===== src/hw/cachePkg.sv =====
`default_nettype none

package cachePkg;

  ////////////////////
  // geometry
  ////////////////////
  localparam int addrW         = 16;                   // cpu byte address
  localparam int dataW         = 16;                   // one cpu word
  localparam int tagW          = 6;                    // addr 15:10
  localparam int setW          = 6;                    // addr 9:4
  localparam int offW          = 3;                    // addr 3:1, word in block
  localparam int numSets       = 64;
  localparam int wordsPerBlock = 8;
  localparam int metaW         = 8;                    // lru + valid + tag
  localparam int blkW          = addrW - offW - 1;     // block number seen by memory

  localparam logic [offW-1:0] lastWord = offW'(wordsPerBlock - 1); // final refill beat

  ////////////////////
  // controller states
  ////////////////////
  localparam int stateW = 2;
  localparam logic [stateW-1:0] stIdle  = 2'd0;        // lookup, read hits finish here
  localparam logic [stateW-1:0] stWrite = 2'd1;        // write-through to memory
  localparam logic [stateW-1:0] stReq   = 2'd2;        // refill read request out
  localparam logic [stateW-1:0] stWait  = 2'd3;        // waiting on refill word

  ////////////////////
  // metadata byte
  ////////////////////
  typedef struct packed {
    logic            lru;                              // bit 7, set = most recently used
    logic            valid;                            // bit 6
    logic [tagW-1:0] tag;                              // bits 5:0
  } metaT;

  // cache side view of an address
  typedef struct packed {
    logic [tagW-1:0] tag;
    logic [setW-1:0] set;
    logic [offW-1:0] word;
    logic            byteSel;                          // ignored, no byte writes
  } cacheAddrT;

  // memory side view, block number plus word
  typedef struct packed {
    logic [blkW-1:0] block;
    logic [offW-1:0] word;
    logic            byteSel;
  } memAddrT;

  typedef union packed {
    cacheAddrT cache;                                  // used by the lookup
    memAddrT   mem;                                    // used to walk a refill
  } addrU;

endpackage

`default_nettype wire


===== src/hw/fillIf.sv =====
`default_nettype none

interface fillIf;
  import cachePkg::*;

  logic             access;                            // cpu request present
  logic             cpuWe;                             // request is a write
  addrU             fillAddr;                          // refill word address
  logic [dataW-1:0] fillData;                          // refill word from memory
  logic             dataWe;                            // write one refill word
  logic             metaWe;                            // install tag after last word
  logic             hitWrite;                          // commit cpu write on hit
  logic             hit;                               // access found in a way

  modport lookup (
    input  access, cpuWe, fillAddr, fillData,
    input  dataWe, metaWe, hitWrite,
    output hit
  );

  modport ctrl (
    output access, cpuWe, fillAddr, fillData,
    output dataWe, metaWe, hitWrite,
    input  hit
  );

endinterface

`default_nettype wire


===== src/hw/missFsm.sv =====
`default_nettype none

module missFsm (
  input  logic                       clk,
  input  logic                       arstN,
  input  logic                       cpuValid,
  input  logic                       cpuWe,
  input  logic [cachePkg::addrW-1:0] cpuAddr,
  input  logic [cachePkg::dataW-1:0] cpuWdata,
  output logic                       cpuReady,
  output logic                       memReqValid,
  input  logic                       memReqReady,
  output logic [cachePkg::addrW-1:0] memAddr,
  output logic                       memWe,
  output logic [cachePkg::dataW-1:0] memWdata,
  input  logic                       memRspValid,
  input  logic [cachePkg::dataW-1:0] memRdata,
  fillIf.ctrl                        fill
);
  import cachePkg::*;

  logic [stateW-1:0] state, stateNxt;
  logic [offW-1:0]   wordCnt;                          // refill word being fetched
  addrU              fillAddr;                         // memory view of refill address

  ////////////////////
  // refill address
  ////////////////////
  // same block as the cpu address, word field stepped by the counter
  always_comb begin
    fillAddr             = cpuAddr;
    fillAddr.mem.word    = wordCnt;
    fillAddr.mem.byteSel = 1'b0;
  end

  ////////////////////
  // next state
  ////////////////////
  always_comb begin
    stateNxt = state;
    case (state)
      stIdle: begin
        if (cpuValid && !fill.hit) begin
          stateNxt = stReq;                            // miss, allocate on read or write
        end else if (cpuValid && cpuWe) begin
          stateNxt = stWrite;                          // write hit goes through to memory
        end
      end
      stWrite: begin
        if (memReqReady) begin
          stateNxt = stIdle;
        end
      end
      stReq: begin
        if (memReqReady) begin
          stateNxt = stWait;
        end
      end
      default: begin                                   // stWait
        if (memRspValid) begin
          stateNxt = (wordCnt == lastWord) ? stIdle : stReq; // back to lookup after word 7
        end
      end
    endcase
  end

  always_ff @(posedge clk or negedge arstN) begin
    if (!arstN) begin
      state   <= stIdle;
      wordCnt <= '0;
    end else begin
      state <= stateNxt;
      if (state == stIdle) begin
        wordCnt <= '0;                                 // each refill starts at word 0
      end else if (state == stWait && memRspValid) begin
        wordCnt <= wordCnt + 1'b1;
      end
    end
  end

  ////////////////////
  // datapath controls
  ////////////////////
  assign fill.access   = cpuValid && (state == stIdle || state == stWrite);
  assign fill.cpuWe    = cpuWe;
  assign fill.fillAddr = fillAddr;
  assign fill.fillData = memRdata;                     // response always accepted
  assign fill.dataWe   = (state == stWait) && memRspValid;
  assign fill.metaWe   = fill.dataWe && (wordCnt == lastWord); // tag goes in with the last word
  assign fill.hitWrite = (state == stWrite) && memReqReady;    // memory took the write

  ////////////////////
  // memory and cpu ports
  ////////////////////
  assign memReqValid = (state == stWrite) || (state == stReq);
  assign memWe       = (state == stWrite);
  assign memAddr     = (state == stWrite) ? cpuAddr : fillAddr; // stable while ready low
  assign memWdata    = cpuWdata;                       // cpu holds data until cpuReady

  // read hit finishes at once, a write when memory accepts it
  assign cpuReady = ((state == stIdle) && fill.hit && !cpuWe) || fill.hitWrite;

endmodule

`default_nettype wire


===== src/flat_wrapper.sv =====
// flat-port wrapper written by rule: the top's interface ports become plain ports
module missFsm_flat import cachePkg::*;
  (clk, arstN, cpuValid, cpuWe, cpuAddr, cpuWdata, cpuReady, memReqValid, memReqReady, memAddr, memWe, memWdata, memRspValid, memRdata, fill_access, fill_cpuWe, fill_fillAddr, fill_fillData, fill_dataWe, fill_metaWe, fill_hitWrite, fill_hit);
  fillIf fill_i ();
  input  logic clk;
  input  logic arstN;
  input  logic cpuValid;
  input  logic cpuWe;
  input  logic [cachePkg::addrW-1:0] cpuAddr;
  input  logic [cachePkg::dataW-1:0] cpuWdata;
  output logic cpuReady;
  output logic memReqValid;
  input  logic memReqReady;
  output logic [cachePkg::addrW-1:0] memAddr;
  output logic memWe;
  output logic [cachePkg::dataW-1:0] memWdata;
  input  logic memRspValid;
  input  logic [cachePkg::dataW-1:0] memRdata;
  output wire logic [$bits(fill_i.access)-1:0] fill_access;
  output wire logic [$bits(fill_i.cpuWe)-1:0] fill_cpuWe;
  output wire logic [$bits(fill_i.fillAddr)-1:0] fill_fillAddr;
  output wire logic [$bits(fill_i.fillData)-1:0] fill_fillData;
  output wire logic [$bits(fill_i.dataWe)-1:0] fill_dataWe;
  output wire logic [$bits(fill_i.metaWe)-1:0] fill_metaWe;
  output wire logic [$bits(fill_i.hitWrite)-1:0] fill_hitWrite;
  input wire logic [$bits(fill_i.hit)-1:0] fill_hit;
  assign fill_access = fill_i.access;
  assign fill_cpuWe = fill_i.cpuWe;
  assign fill_fillAddr = fill_i.fillAddr;
  assign fill_fillData = fill_i.fillData;
  assign fill_dataWe = fill_i.dataWe;
  assign fill_metaWe = fill_i.metaWe;
  assign fill_hitWrite = fill_i.hitWrite;
  assign fill_i.hit = fill_hit;
  missFsm u_core (.clk(clk), .arstN(arstN), .cpuValid(cpuValid), .cpuWe(cpuWe), .cpuAddr(cpuAddr), .cpuWdata(cpuWdata), .cpuReady(cpuReady), .memReqValid(memReqValid), .memReqReady(memReqReady), .memAddr(memAddr), .memWe(memWe), .memWdata(memWdata), .memRspValid(memRspValid), .memRdata(memRdata), .fill(fill_i));
endmodule

===== config.mk =====
export PLATFORM = sky130hd
export DESIGN_NAME = missFsm_flat
export DESIGN_NICKNAME = d
export VERILOG_FILES = /design/src/hw/cachePkg.sv /design/src/hw/fillIf.sv /design/src/hw/missFsm.sv /design/src/flat_wrapper.sv
export SDC_FILE = /design/constraint.sdc
export NUM_CORES = 1
export LEC_CHECK = 0
export BUFFER_PORTS_ARGS = -buffer_cell sky130_fd_sc_hd__clkbuf_2
export CORE_MARGIN = 3
export CORE_UTILIZATION = 30
export DETAILED_ROUTE_END_ITERATION = 16
export GPL_TIMING_DRIVEN = 0
export MAX_ROUTING_LAYER = met4
export PLACE_DENSITY = 0.88
export SYNTH_ARGS = -nofsm -noshare
export SYNTH_HDL_FRONTEND = slang
export SYNTH_SLANG_ARGS = --single-unit

===== constraint.sdc =====
create_clock -name clk -period 2.34 [get_ports clk]
set_clock_uncertainty 0.15 [all_clocks]
set_input_delay 0.234 -clock clk [delete_from_list [all_inputs] [get_ports clk]]
set_output_delay 0.234 -clock clk [all_outputs]
set_load 0.1 [all_outputs]

==> results.cfg, run 1 <==
[status]
status = complete, no violations

[finish]
drive_gt1_share_pct = 79.2
area_delta_synth_final_pct = 53.4
final_cell_area_mm2 = 0.00140
layout_common_cells = clkbuf_2 (81), buf_4 (58), ha_1 (8)
layout_commonest_cell = clkbuf_2
antenna_cells = 0
fin_nets = 257

[detailed_routing]
avgViaCountPerCell = 4.04
drt_iter0_drc = 5
wl_per_cell_um = 9.48
vias = 902
first_pass_iters = 3
drc = 0
final_antenna_net_count = 0
routed_wl_um = 2120

[power]
power_frac_seq_pct = 8.9
switchingPower_mw = 1.46
intPower_mw = 0.547
p_leak_nw = 0.884
switching_share_pct = 72.8
power_density_mw_per_mm2 = 1440
combPwrFrac_pct = 86.4
max-vdd-ir-drop_mv = 0.598
clkPwrFrac_pct = 4.7

[clock_network]
clk_latency_ns = 0.23
path_clk_slew_ns = 0.04
cts_resized = 0
cts_tree = built
post-cts-setup-buffer-count = 0
clockRootBuffer = clkbuf_4
cts_buffers = 3
cts-hold-fix-buffers = 1
numClockSinks = 5
clock_path_buffers = 2
htreeDepth = 1

[min_path]
worstHoldPathType = in -> async

[die]
fp.dieArea_mm2 = 0.00373
start_util_pct = 32.2
die_h_um = 61.1
coreArea_mm2 = 0.00283
io_pins = 127
num_rows = 19
die_w_um = 61.1

[critical_path]
path_max_fanout = 6
end_kind = primary output
critical_path_arrival_ns = 1.84
required_ns = 1.96
path_class = reg -> out
r2r_cells = 5
reg2reg_slack_ns = 0.24
startpoint_type = register

[placement]
port_buffers = 81
place_ws_ns = 0.244
dp_hpwl_um = 1970
place_area_mm2 = 0.00136
gp_congestion = 0.718

[global_route]
grt.total_usage_pct = 9.45
grt_overflow = 0
grt_max_degree = 8
grt_pass1_vias = 656
grt_pass1_wl_um = 2560
antenna_found_initial = 0

[logic_synthesis]
ys_top_cells_by_area = buf_4 (48%), dfrtp_1 (14%), ha_1 (12%), mux2_2 (3.7%), nand2b_1 (3.4%)
synthSimpleGateAreaFrac_pct = 12.0
synth_mux_area_share_pct = 6.46
synth_cell_types = 26
synth_area_um2 = 911
synthAdderAreaFrac_pct = 12.4
syn_inst = 106
synth-xor-area-share_pct = 0
syn_area_per_cell_um2 = 8.59
synth_top_family_by_area = buffers and inverters
synth_compound_area_share_pct = 6.46
synth_top_area_share_pct = 47.8
ys_ff_latch = 5
synth_nets = 170
ys_warn_count = 0
yosysTopAreaCell = buf_4
seq_area_frac_synth_pct = 13.7

[sta]
fin_crit_sh_pct = 94.9
finalCriticalPeriod_ns = 2.22
hold_ws_ns = 0.198
maxSlewViolCount = 0
hold_violations = 0
rsz0062_at_grt = false
worstMarginPinSlew_ns = 0.553
finalSetupTns_ns = 0
setup_viol_count_final = 0
fmax_ghz = 0.450
max_slew_margin_pct = 63.3
worst_slack_ns = 0.119

[flow_run]
max-cap-violations = 0
[power groups by stage]
stage / Sequential, mW / Clock (mW) / Combinational, mW
floorplan: 0.305 / 0 / 1.41
global placement: 0.177 / 0 / 1.72
detailed placement: 0.180 / 0 / 1.74
CTS: 0.178 / 0.100 / 1.75
global route: 0.188 / 0.103 / 1.82
finish: 0.178 / 0.0947 / 1.74
[layer usage]
layer / vias up / global-route usage (%) / part of all wire (%)
met2: 58 / 17.5 / 55
met1: 387 / 9.58 / 32
met4: 0 / 3.72 / 0
li1: 457 / - / -
met3: 0 / 1.89 / 12
met5: - / - / 0
[worst paths after layout]
check,startpoint,end
max reg2reg,u_core.state[1],u_core.state[0]
min,arstN,u_core.wordCnt[1]
min reg2reg,u_core.wordCnt[2],u_core.wordCnt[2]
max in group asynchronous,arstN,u_core.state[0]
min in group clk,memReqReady,u_core.state[1]
max,u_core.state[1],cpuReady
[synth_stat cells, drive strengths merged]
cell	number
mux2i	1
or4	1
a21o	1
o31ai	1
o2111ai	1
and3	1
conb	1
nand2	3
dfrtp	5
nor2b	1
a21oi	1
ha	9
nand3b	1
and3b	1
o21ai	2
nor2	1
and2	3
nand2b	5
o22ai	1
buf	58
o21a	1
mux2	4
nor3	1
inv	2
[through the flow]
step	utilization, %	power, mW	std cells
after detailed placement	48.1	1.92	218
after global placement	48.1	1.90	218
final	49.4	2.01	223
after CTS	49.4	2.03	223
after global routing	49.4	2.11	223
after floorplan	-	1.71	106
[sequential cells by signal, indices dropped and copies added, names as in the netlist]
| signal | flops |
|---|---|
| u_core.wordCnt | 3 |
| u_core.state | 2 |
[critical path: stages, from the launching register on]
cell and delay (ns):
dfrtp_1 0.42, inv_1 0.18, ha_1 0.27, and2_2 0.18
nand2b_2 0.10, clkbuf_2 0.45
[cell families after synthesis]
logic type / after synthesis
buffers and inverters: 60
multiplexers: 5
AND/OR/NAND/NOR: 18
adder cells (fa/ha/maj): 9
other: 1
flip-flops: 5
AO/OA/AOI/OAI: 8
[area by class of cell]
class,instances,area (um2)
clock buffers,4,26.3
multi-input cells,41,349
well taps,31,38.8
plain buffers,58,435
flip-flops and latches,5,125
repair buffers,82,415
fillers,261,1430
inverters,2,7.51
No activity file was read; power rests on OpenSTA's default activity.
==> run 2: changes to the inputs <==
CORE_UTILIZATION = 31   (was 30)
PLACE_DENSITY = 0.91   (was 0.88)
==> run 2 against run 1 <==
Non-clock buffer count is the same. Clock power shrank 0.5%. Power shrank 0.39%. Combinational power is essentially flat. Critical path type unchanged.
==> results.cfg, run 2 (same netlist as run 1, synthesis figures left out) <==
[sta]
hold_violations = 0
setup_viol_count_final = 0
fmax_ghz = 0.448
hold_ws_ns = 0.195
max_slew_margin_pct = 63.6
maxSlewViolCount = 0
worst_slack_ns = 0.108
worstMarginPinSlew_ns = 0.548
finalCriticalPeriod_ns = 2.23
fin_crit_sh_pct = 95.4
rsz0062_at_grt = false
finalSetupTns_ns = 0

[critical_path]
path_class = reg -> out
required_ns = 1.96
cpPeakStageDelay_ns = 0.41
critical_path_arrival_ns = 1.85
worstPathCellList = inv_1 > ha_1 > mux2_2 > clkbuf_2
cp_top_family = buffers and inverters
startpoint_type = register
cp_slowest_cell = dfrtp_1
critical_path_buf_inv_count = 2
end_kind = primary output
path_max_fanout = 6

[clock_network]
numClockSinks = 5
path_clk_slew_ns = 0.04
cts_tree = built
clockRootBuffer = clkbuf_4
clk_latency_ns = 0.23
cts_buffers = 3
post-cts-setup-buffer-count = 0
clock_path_buffers = 2
htreeDepth = 1

[detailed_routing]
vias = 895
avgViaCountPerCell = 4.01
routed_wl_um = 2090
wl_per_cell_um = 9.38
first_pass_iters = 4
drt_iter0_drc = 5
drc = 0
final_antenna_net_count = 0

[flow_run]
max-cap-violations = 0

[finish]
fin_nets = 257
layout_common_cells = clkbuf_2 (80), buf_4 (58), ha_1 (8)
area_delta_synth_final_pct = 53.4
max_flop_register = u_core.wordCnt
final_cell_area_mm2 = 0.00140
fillers = 257
antenna_cells = 0
final_cell_count_no_fill = 223
layout_commonest_cell = clkbuf_2
drive_gt1_share_pct = 79.2
largest_reg_flops = 3
reg_top3 = u_core.wordCnt x3, u_core.state x2
fin_util_pct = 50.2

[global_route]
grt_overflow = 0
grt.total_usage_pct = 9.83
grt_pass1_vias = 733
antenna_found_initial = 0
grt_max_degree = 8
grt_pass1_wl_um = 2700

[power]
power.total_mw = 2.00
power_frac_seq_pct = 8.9
intPower_mw = 0.547
power_density_mw_per_mm2 = 1430
p_leak_nw = 0.884
switchingPower_mw = 1.45
combPwrFrac_pct = 86.3
clkPwrFrac_pct = 4.7
switching_share_pct = 72.7
max-vdd-ir-drop_mv = 0.859

[die]
io_pins = 127
coreArea_mm2 = 0.00278
die_w_um = 60.2
fp.dieArea_mm2 = 0.00362
num_rows = 19
die_h_um = 60.2
start_util_pct = 32.7

[status]
status = complete, no violations

[placement]
place_area_mm2 = 0.00136
place_ws_ns = 0.243
gp_congestion = 0.821
port_buffers = 81
dp_cells = 218
dp_hpwl_um = 1960

[min_path]
worstHoldPathType = in -> async
run 2: changes by cell type in the layout (fill, tap and decap cells not counted), sizes merged:
cell    before  now
clkbuf      85   84
buf         58   59
run 2: layout make-up:
cell class,instances,area (um2),area share [%]
clock buffer,4,26.3,1.88
inverter,2,7.51,0.537
multi-input combinational,41,349,25.0
buffer,58,435,31.2
sequential,5,125,8.95
tap,31,38.8,2.78
timing repair buffer,82,415,29.7
run 2: what timing repair did:
item / CTS / global route
hold buffers: 1 / 0
hold endpoints to repair: 5 / 0
gates resized for setup: 0 / 1
setup endpoints to repair: 0 / 1
run 2: metal layers:
| layer | up-vias | part of all wire, % | GRT usage (%) | routed length (um) |
|---|---|---|---|---|
| li1 | 462 | - | - | - |
| met1 | 363 | 33 | 10.8 | 683 |
| met2 | 70 | 51 | 18.1 | 1080 |
| met3 | 0 | 16 | 1.51 | 331 |
| met4 | 0 | 0 | 2.85 | 0 |
| met5 | - | 0 | - | 0 |
run 2: worst paths after layout:
check	cells past startpoint	endpoint	slack, ns	startpoint
worst max-delay path	4	memAddr[3]	0.11	u_core.state[1]
worst min-delay path	2	u_core.wordCnt[2]	0.20	arstN
worst max register to register	5	u_core.state[0]	0.25	u_core.state[1]
worst min register to register	2	u_core.wordCnt[2]	0.41	u_core.wordCnt[2]
max in group asynchronous	2	u_core.wordCnt[1]	1.71	arstN
min in group clk	4	u_core.wordCnt[2]	0.30	memRspValid
run 2: power by group through the flow:
stage | Clock, mW | Combinational [mW] | Sequential, mW
6_report | 0.0942 | 1.73 | 0.179
3_3_place_gp | 0 | 1.72 | 0.176
5_1_grt | 0.103 | 1.81 | 0.186
3_5_place_dp | 0 | 1.73 | 0.179
2_1_floorplan | 0 | 1.41 | 0.305
4_1_cts | 0.0997 | 1.74 | 0.178
run 2: worst reg2reg max path, stage by stage, from the launching register on:
cell and delay, ns:
dfrtp_1 0.40, inv_1 0.14, ha_1 0.28, or4_1 0.55, o2111ai_2 0.13, mux2_4 0.33
